<file path="src/source/sdCmdPkg.sv">
`default_nettype none

package sdCmdPkg;

    // short command and short response token length
    localparam int frameBits = 48;

    // width of the SD command line checksum
    localparam int crcBits = 7;

    // max cycles from the command end bit to the response start bit
    localparam int respWindow = 64;

    // result handed back to the host with ack
    typedef enum logic [1:0] {
        // response good, or none was expected
        stOk,
        // no start bit seen inside the window
        stTimeout,
        // nonzero remainder over the received token
        stCrcError,
        // bad transmission bit, bad end bit or index mismatch
        stFrameError
    } cmdStatus;

    // controller FSM
    typedef enum logic [2:0] {
        // waiting for req
        idle,
        // token going out on the line
        sending,
        // window timer running, looking for a start bit
        waiting,
        // response being shifted in
        receiving,
        // result latched, ack handshake in progress
        done
    } ctrlState;

endpackage

`default_nettype wire
</file>
<file path="src/source/sdCmdPort.sv">
`timescale 1ns/1ns
`default_nettype none

// SD command line host port
// host handshake on one side, bit-serial cmd line on the other
module sdCmdPort (
    input  wire                clk,
    input  wire                rst,
    input  wire                req,
    output logic               ack,
    input  wire [5:0]          cmdIndex,
    input  wire [31:0]         cmdArg,
    input  wire                expectResp,
    output sdCmdPkg::cmdStatus status,
    output logic [31:0]        respArg,
    output logic               cmdOut,
    output logic               cmdOe,
    input  wire                cmdIn
);

    // controller to serializer
    logic        txStart;
    logic        txDone;

    // controller to deserializer
    logic        rxEnable;
    logic        rxStartSeen;
    logic        rxDone;
    logic        crcOk;
    logic        endOk;
    logic        transBit;
    logic [5:0]  rxIndex;
    logic [31:0] rxArg;

    cmdController ctrl (
        .clk         (clk),
        .rst         (rst),
        .req         (req),
        .ack         (ack),
        .cmdIndex    (cmdIndex),
        .expectResp  (expectResp),
        .status      (status),
        .respArg     (respArg),
        .txStart     (txStart),
        .txDone      (txDone),
        .rxEnable    (rxEnable),
        .rxStartSeen (rxStartSeen),
        .rxDone      (rxDone),
        .crcOk       (crcOk),
        .endOk       (endOk),
        .transBit    (transBit),
        .rxIndex     (rxIndex),
        .rxArg       (rxArg)
    );

    // argument goes straight from the host, held stable under req
    cmdSerializer tx (
        .clk      (clk),
        .rst      (rst),
        .txStart  (txStart),
        .cmdIndex (cmdIndex),
        .cmdArg   (cmdArg),
        .cmdOut   (cmdOut),
        .cmdOe    (cmdOe),
        .txDone   (txDone)
    );

    respDeserializer rx (
        .clk         (clk),
        .rst         (rst),
        .rxEnable    (rxEnable),
        .cmdIn       (cmdIn),
        .rxStartSeen (rxStartSeen),
        .rxDone      (rxDone),
        .crcOk       (crcOk),
        .endOk       (endOk),
        .transBit    (transBit),
        .rxIndex     (rxIndex),
        .rxArg       (rxArg)
    );

endmodule

`default_nettype wire

</file>
<file path="src/source/cmdController.sv">
`timescale 1ns/1ns
`default_nettype none

// host handshake and command sequencing
// ack goes high one cycle after the FSM reaches done
module cmdController (
    input  wire                clk,
    input  wire                rst,
    input  wire                req,
    output logic               ack,
    input  wire [5:0]          cmdIndex,
    input  wire                expectResp,
    output sdCmdPkg::cmdStatus status,
    output logic [31:0]        respArg,
    output logic               txStart,
    input  wire                txDone,
    output logic               rxEnable,
    input  wire                rxStartSeen,
    input  wire                rxDone,
    input  wire                crcOk,
    input  wire                endOk,
    input  wire                transBit,
    input  wire [5:0]          rxIndex,
    input  wire [31:0]         rxArg
);

    sdCmdPkg::ctrlState state;
    sdCmdPkg::cmdStatus rxStatus;
    logic [5:0]         sentIndex;
    logic               wantResp;
    logic [6:0]         windowTimer;
    logic               windowOver;

    // cycles since the end bit, start bit accepted up to respWindow
    assign windowOver = (windowTimer == 7'(sdCmdPkg::respWindow));

    // crc first, then framing and index echo
    always_comb begin
        if (!crcOk) begin
            rxStatus = sdCmdPkg::stCrcError;
        end else if (!endOk || transBit || (rxIndex != sentIndex)) begin
            rxStatus = sdCmdPkg::stFrameError;
        end else begin
            rxStatus = sdCmdPkg::stOk;
        end
    end

    always_ff @(posedge clk) begin
        if (rst) begin
            state       <= sdCmdPkg::idle;
            ack         <= 1'b0;
            txStart     <= 1'b0;
            rxEnable    <= 1'b0;
            status      <= sdCmdPkg::stOk;
            wantResp    <= 1'b0;
            windowTimer <= '0;
        end else begin
            // one-cycle pulse
            txStart <= 1'b0;
            case (state)
                sdCmdPkg::idle: begin
                    if (req) begin
                        txStart  <= 1'b1;
                        wantResp <= expectResp;
                        state    <= sdCmdPkg::sending;
                    end
                end
                sdCmdPkg::sending: begin
                    if (txDone && wantResp) begin
                        // arm receiver, first window cycle counts as 1
                        rxEnable    <= 1'b1;
                        windowTimer <= 7'd1;
                        state       <= sdCmdPkg::waiting;
                    end else if (txDone) begin
                        status <= sdCmdPkg::stOk;
                        state  <= sdCmdPkg::done;
                    end
                end
                sdCmdPkg::waiting: begin
                    if (rxStartSeen) begin
                        state <= sdCmdPkg::receiving;
                    end else if (windowOver) begin
                        rxEnable <= 1'b0;
                        status   <= sdCmdPkg::stTimeout;
                        state    <= sdCmdPkg::done;
                    end else begin
                        windowTimer <= windowTimer + 7'd1;
                    end
                end
                sdCmdPkg::receiving: begin
                    if (rxDone) begin
                        rxEnable <= 1'b0;
                        status   <= rxStatus;
                        state    <= sdCmdPkg::done;
                    end
                end
                sdCmdPkg::done: begin
                    // result held until the host lets go of req
                    if (!ack) begin
                        ack <= 1'b1;
                    end else if (!req) begin
                        ack   <= 1'b0;
                        state <= sdCmdPkg::idle;
                    end
                end
                default: begin
                    state <= sdCmdPkg::idle;
                end
            endcase
        end
    end

    // index kept for the echo check
    always_ff @(posedge clk) begin
        if (state == sdCmdPkg::idle && req) begin
            sentIndex <= cmdIndex;
        end
    end

    // card status only when a frame came back
    always_ff @(posedge clk) begin
        if (state == sdCmdPkg::sending && txDone && !wantResp) begin
            respArg <= '0;
        end else if (state == sdCmdPkg::waiting && !rxStartSeen && windowOver) begin
            respArg <= '0;
        end else if (state == sdCmdPkg::receiving && rxDone) begin
            respArg <= rxArg;
        end
    end

endmodule

`default_nettype wire

</file>
<file path="src/source/respDeserializer.sv">
`timescale 1ns/1ns
`default_nettype none

// captures a 48-bit short response from the command line
// start bit at count 0, bits 1..47 land in the shift register
module respDeserializer (
    input  wire        clk,
    input  wire        rst,
    input  wire        rxEnable,
    input  wire        cmdIn,
    output logic       rxStartSeen,
    output logic       rxDone,
    output logic       crcOk,
    output logic       endOk,
    output logic       transBit,
    output logic [5:0] rxIndex,
    output logic [31:0] rxArg
);

    logic        busy;
    logic [5:0]  bitCnt;
    logic [46:0] shiftIn;
    logic        lastBit;
    logic        crcFeed;
    logic [6:0]  crcRem;

    // a low line while armed and idle is a start bit
    // the rxDone cycle is skipped so the tail of a frame cannot retrigger
    assign rxStartSeen = rxEnable && !busy && !rxDone && !cmdIn;

    assign lastBit = busy && (bitCnt == 6'(sdCmdPkg::frameBits - 1));

    // transmission bit through the received CRC, end bit excluded
    assign crcFeed = busy && (bitCnt < 6'(sdCmdPkg::frameBits - 1));

    always_ff @(posedge clk) begin
        if (rst) begin
            busy   <= 1'b0;
            bitCnt <= '0;
            rxDone <= 1'b0;
            crcOk  <= 1'b0;
        end else begin
            rxDone <= 1'b0;
            if (rxStartSeen) begin
                busy   <= 1'b1;
                bitCnt <= 6'd1;
            end else if (busy) begin
                bitCnt <= bitCnt + 6'd1;
                if (lastBit) begin
                    busy   <= 1'b0;
                    rxDone <= 1'b1;
                    // register already holds bits 1..46 at this point
                    crcOk  <= (crcRem == '0);
                end
            end
        end
    end

    // payload, stable from rxDone until the next start bit
    always_ff @(posedge clk) begin
        if (busy) begin
            shiftIn <= {shiftIn[45:0], cmdIn};
        end
    end

    // field positions after 47 shifts
    assign transBit = shiftIn[46];
    assign rxIndex  = shiftIn[45:40];
    assign rxArg    = shiftIn[39:8];
    // shiftIn[7:1] is the received CRC, only checked through the remainder
    assign endOk    = shiftIn[0];

    // zero remainder over bits 1..46 means a good frame
    crc7 rxCrc (
        .clk       (clk),
        .rst       (rst),
        .clear     (rxStartSeen),
        .en        (crcFeed),
        .din       (cmdIn),
        .dout      (),
        .remainder (crcRem)
    );

endmodule

`default_nettype wire

</file>
<file path="src/source/cmdSerializer.sv">
`timescale 1ns/1ns
`default_nettype none

// frames index and argument into the 48-bit command token
// bits 0..39 from the head register, 40..46 from the CRC, 47 the end bit
module cmdSerializer (
    input  wire        clk,
    input  wire        rst,
    input  wire        txStart,
    input  wire [5:0]  cmdIndex,
    input  wire [31:0] cmdArg,
    output logic       cmdOut,
    output logic       cmdOe,
    output logic       txDone
);

    logic        active;
    logic [5:0]  bitCnt;
    logic [39:0] head;
    logic        inHead;
    logic        inCrc;
    logic        loadHead;
    logic        crcOut;

    // new token only when the line is free
    assign loadHead = txStart && !active;

    // phases of the token by bit position
    assign inHead = bitCnt < 6'(sdCmdPkg::frameBits - sdCmdPkg::crcBits - 1);
    assign inCrc  = !inHead && (bitCnt < 6'(sdCmdPkg::frameBits - 1));

    // end bit cycle
    assign txDone = active && (bitCnt == 6'(sdCmdPkg::frameBits - 1));

    assign cmdOe = active;

    always_comb begin
        if (!active) begin
            // line idles high
            cmdOut = 1'b1;
        end else if (inHead) begin
            cmdOut = head[39];
        end else if (inCrc) begin
            cmdOut = crcOut;
        end else begin
            // end bit
            cmdOut = 1'b1;
        end
    end

    always_ff @(posedge clk) begin
        if (rst) begin
            active <= 1'b0;
            bitCnt <= '0;
        end else if (loadHead) begin
            active <= 1'b1;
            bitCnt <= '0;
        end else if (active) begin
            bitCnt <= bitCnt + 6'd1;
            if (txDone) begin
                active <= 1'b0;
            end
        end
    end

    // start bit 0, transmission bit 1, index, argument
    always_ff @(posedge clk) begin
        if (loadHead) begin
            head <= {1'b0, 1'b1, cmdIndex, cmdArg};
        end else if (active && inHead) begin
            head <= {head[38:0], 1'b0};
        end
    end

    // fed over the head bits, then shifted out with en low
    crc7 txCrc (
        .clk       (clk),
        .rst       (rst),
        .clear     (loadHead),
        .en        (active && inHead),
        .din       (head[39]),
        .dout      (crcOut),
        .remainder ()
    );

endmodule

`default_nettype wire

</file>
<file path="src/source/crc7.sv">
`timescale 1ns/1ns
`default_nettype none

// serial CRC7, polynomial x^7 + x^3 + 1
// with en low the register shifts the remainder out on dout, MSB first
module crc7 (
    input  wire                         clk,
    input  wire                         rst,
    input  wire                         clear,
    input  wire                         en,
    input  wire                         din,
    output logic                        dout,
    output logic [sdCmdPkg::crcBits-1:0] remainder
);

    logic [sdCmdPkg::crcBits-1:0] crcReg;
    logic                         feedback;

    // feedback only while a data bit is being absorbed
    assign feedback = en ? (din ^ crcReg[6]) : 1'b0;

    always_ff @(posedge clk) begin
        if (rst || clear) begin
            crcReg <= '0;
        end else begin
            // taps at bit 0 and bit 3, the rest is a plain shift
            crcReg <= {crcReg[5:3], crcReg[2] ^ feedback, crcReg[1:0], feedback};
        end
    end

    // top bit is the next serial output
    assign dout = crcReg[6];

    // whole register for zero checks on received frames
    assign remainder = crcReg;

endmodule

`default_nettype wire

</file>
<file path="config.mk">
export PLATFORM = sky130hd
export DESIGN_NAME = sdCmdPort
export DESIGN_NICKNAME = d
export VERILOG_FILES = /design/src/source/sdCmdPkg.sv /design/src/source/sdCmdPort.sv /design/src/source/cmdController.sv /design/src/source/respDeserializer.sv /design/src/source/cmdSerializer.sv /design/src/source/crc7.sv
export SDC_FILE = /design/constraint.sdc
export NUM_CORES = 1
export LEC_CHECK = 0
export BUFFER_PORTS_ARGS = -buffer_cell sky130_fd_sc_hd__buf_2
export CAP_MARGIN = 20
export CORE_AREA = 2 2 131 133
export DETAILED_ROUTE_END_ITERATION = 6
export DIE_AREA = 0 0 133 135
export SYNTH_ARGS = -nofsm -noshare
export SYNTH_HDL_FRONTEND = slang
export SYNTH_SLANG_ARGS = --single-unit
</file>
<file path="constraint.sdc">
create_clock -name clk -period 3.35 [get_ports clk]
set_input_delay 0.67 -clock clk [delete_from_list [all_inputs] [get_ports clk]]
set_output_delay 0.67 -clock clk [all_outputs]
set_load 0.01 [all_outputs]
</file>
==> results_dict.tcl <==
set metrics [dict create \
    status "complete, no violations" \
    holdBufCountCts 0 \
    grt_pass1_wl_um 20000 \
    post-synth-top-area-cell "edfxtp_1" \
    power_density_nw_per_um2 637 \
    synth_area_leaders "edfxtp_1 42%, dfxtp_1 25%, nand2_1 12%, a21oi_1 3.4%, xor2_1 2.3%" \
    synth_top_area_frac 0.423 \
    drt-initial-drc-count 197 \
    final-setup-viol-count 0 \
    ios 80 \
    synth_edf_count 91 \
    synth_ff_type "edfxtp_1" \
    hpwl_um 7890 \
    core_um2 16400 \
    rsz0062_at_grt "false" \
    path_buf_inv 1 \
    relSlewSlack 0.316 \
    finalInstanceArea_um2 7630 \
    hold_path_depth 0 \
    cp-start-kind "register" \
    ys_seq_area_frac 0.670 \
    synth_most_common_cell "nand2_1" \
    hold_path_end "rx.shiftIn[7]" \
    synth_cell_types 49 \
    vias 4320 \
    placed_area_um2 7080 \
    drt_pass1_iterations 4 \
    routed_via_density 4.74 \
    critPathSlowestCell "dfxtp_1" \
    worst_ir_drop_vdd_mv 0.404 \
    nNetsFinal 724 \
    crit_chain "nand2_1, nor2_1, a21oi_1, buf_2" \
    critPathKind "register to primary output" \
    synth-seq-cells 171 \
    slew_viol_final 0 \
    postCtsSetupBuffers 0 \
    timing.rr.start "tx.cmdOe" \
    start_util 0.394 \
    drt_wl_total_um 11900 \
    htree_levels 4 \
    cap_viol_max_count 0 \
    hp-class "register to register" \
    arrival_ps 1610 \
    root_buffer "clkbuf_16" \
    place_congestion 0.829 \
    slowest_delay_ps 610 \
    globalRouteOverflowTotal 0 \
    rows 47 \
    tightest_slew_ps 1020 \
    synthTopCellsByCount "199 x nand2_1, 91 x edfxtp_1, 80 x dfxtp_1" \
    r2r_slack_ps 1190 \
    fin_skew_ps 9.30 \
    hold_viol_final 0 \
    tritoncts "done" \
    synth_async_sr_flop_share 0 \
    die_x_um 133 \
    synth.net_count 648 \
    yosys_warnings 0 \
    antenna_left 0 \
    cp_max_fo 13 \
    crit_required_ps 2680 \
    cts.sinks 171 \
    antenna_found_initial 2 \
    multi_input_area_um2 2010 \
    syn_inst 601 \
    max_freq_mhz 438 \
    drc 0 \
    seq_area_um2 4340 \
    first_global_vias 4269 \
    endpoint_kind "primary output" \
    syn_area_um2 6460 \
    period_needed_ps 2280 \
    numCtsBuffers 17 \
    cts_resized 0 \
    areaGrowthSynthToFinish_pct 18.1 \
    cts.path.max_buffers 2 \
    track_usage 0.138 \
    n_fill_cell 1552 \
    clk_latency_ps 420 \
    p_leak_nw 2.98 \
    die_y_um 135 \
    die-area_um2 18000 \
    syn_avg_cell_area_um2 10.8 \
    crit_family "flip-flops" \
    rr_worst_depth 5 \
    r2r_end "ctrl.windowTimer[4]" \
    grt_start_max_net_pins 52 \
    fin_crit_sh 0.682 \
    min_from "rx.shiftIn[6]" \
    io_buffer_count 79 \
    cts.reportedPaths.clkPinSlew_ps 60 \
    drive_gt1_frac 0.184 \
    wl_per_cell_um 13.0 \
    fin_setup_tns_ps 0 \
]
area by class of cell:
cell class / count / share of cell area
clock buffer: 18 / 0.0562
timing repair buffer: 85 / 0.0577
multi-input combinational: 398 / 0.263
inverter: 4 / 0.00197
sequential: 171 / 0.568
tap: 220 / 0.0361
antenna: 2 / 0.000656
clock inverter: 14 / 0.0161
flip-flops by register name, summed over array words and instances, names as in the netlist, 2 cells and up:
register,count
rx.shiftIn,47
tx.head,40
ctrl.respArg,32
ctrl.windowTimer,7
rx.rxCrc.remainder,7
tx.txCrc.remainder,7
ctrl.sentIndex,6
rx.bitCnt,6
tx.bitCnt,6
ctrl.state,3
ctrl.status,2
cell families (layout without fill, tap and decap cells):
group                      count (synthesis)  count (layout)  share of synthesized area
muxes                                      4               4                    0.00619
buffers and inverters                     32             121                     0.0199
other                                      0               2                          0
AOI/OAI and AO/OA                         74              74                     0.0666
adders and majority gates                  4               4                    0.00774
DFF                                      171             171                      0.670
xor gates and xnor gates                  22              22                     0.0298
and+or+nand+nor                          294             294                      0.199
cells in the final DEF, fill, tap and decap left out, types with 4 or more instances in the layout:
master,n
dfxtp_1,79
xnor2_1,5
a21oi_1,44
nor3_1,7
xor2_1,17
a31oi_1,4
buf_4,6
nand3_1,6
inv_1,4
and2_1,13
o21ai_0,8
nand4_1,4
mux2i_1,4
nor2_1,31
ha_1,4
nand2_1,199
buf_2,79
clkinv_2,6
nand2b_1,7
edfxtp_1,91
clkbuf_16,17
o211ai_1,4
how the worst max path moves through the flow:
| stage | start | endpoint | slack [ps] | cells past startpoint |
|---|---|---|---|---|
| global route | tx.bitCnt[3] | cmdOut | 920 | 5 |
| floorplan | rx.busy | ctrl.state[0] | 720 | 7 |
| detailed placement | cmdIn | ctrl.state[0] | 970 | 6 |
| global placement | cmdIn | ctrl.state[0] | 1050 | 6 |
| finish | tx.cmdOe | cmdOut | 1070 | 4 |
| CTS | tx.cmdOe | cmdOut | 1050 | 4 |
power by group:
part | switching (mW) | total (mW) | internal [mW]
logic | 0.306 | 0.487 | 0.181
registers | 0.0926 | 2.55 | 2.46
clock network | 0.798 | 1.82 | 1.03
total | 1.20 | 4.86 | 3.66
metal layers:
metal	GRT usage	wire length, µm
met1	0.176	5670
met4	0.0532	134
met3	0.0413	602
met2	0.223	5440
met5	0	13
through the flow:
| stage | hold slack (ps) | setup WS [ps] | util | total power [mW] | instances |
|---|---|---|---|---|---|
| finish | 426 | 1070 | 0.465 | 4.86 | 912 |
| global route | 431 | 916 | 0.465 | 5.10 | 910 |
| CTS | 425 | 1050 | 0.465 | 4.93 | 910 |
| detailed placement | 416 | 974 | 0.431 | 3.09 | 878 |
| global placement | 412 | 1050 | 0.431 | 3.07 | 878 |
| floorplan | 400 | 719 | - | 2.94 | 601 |
Power figures use the tool's default switching activity.
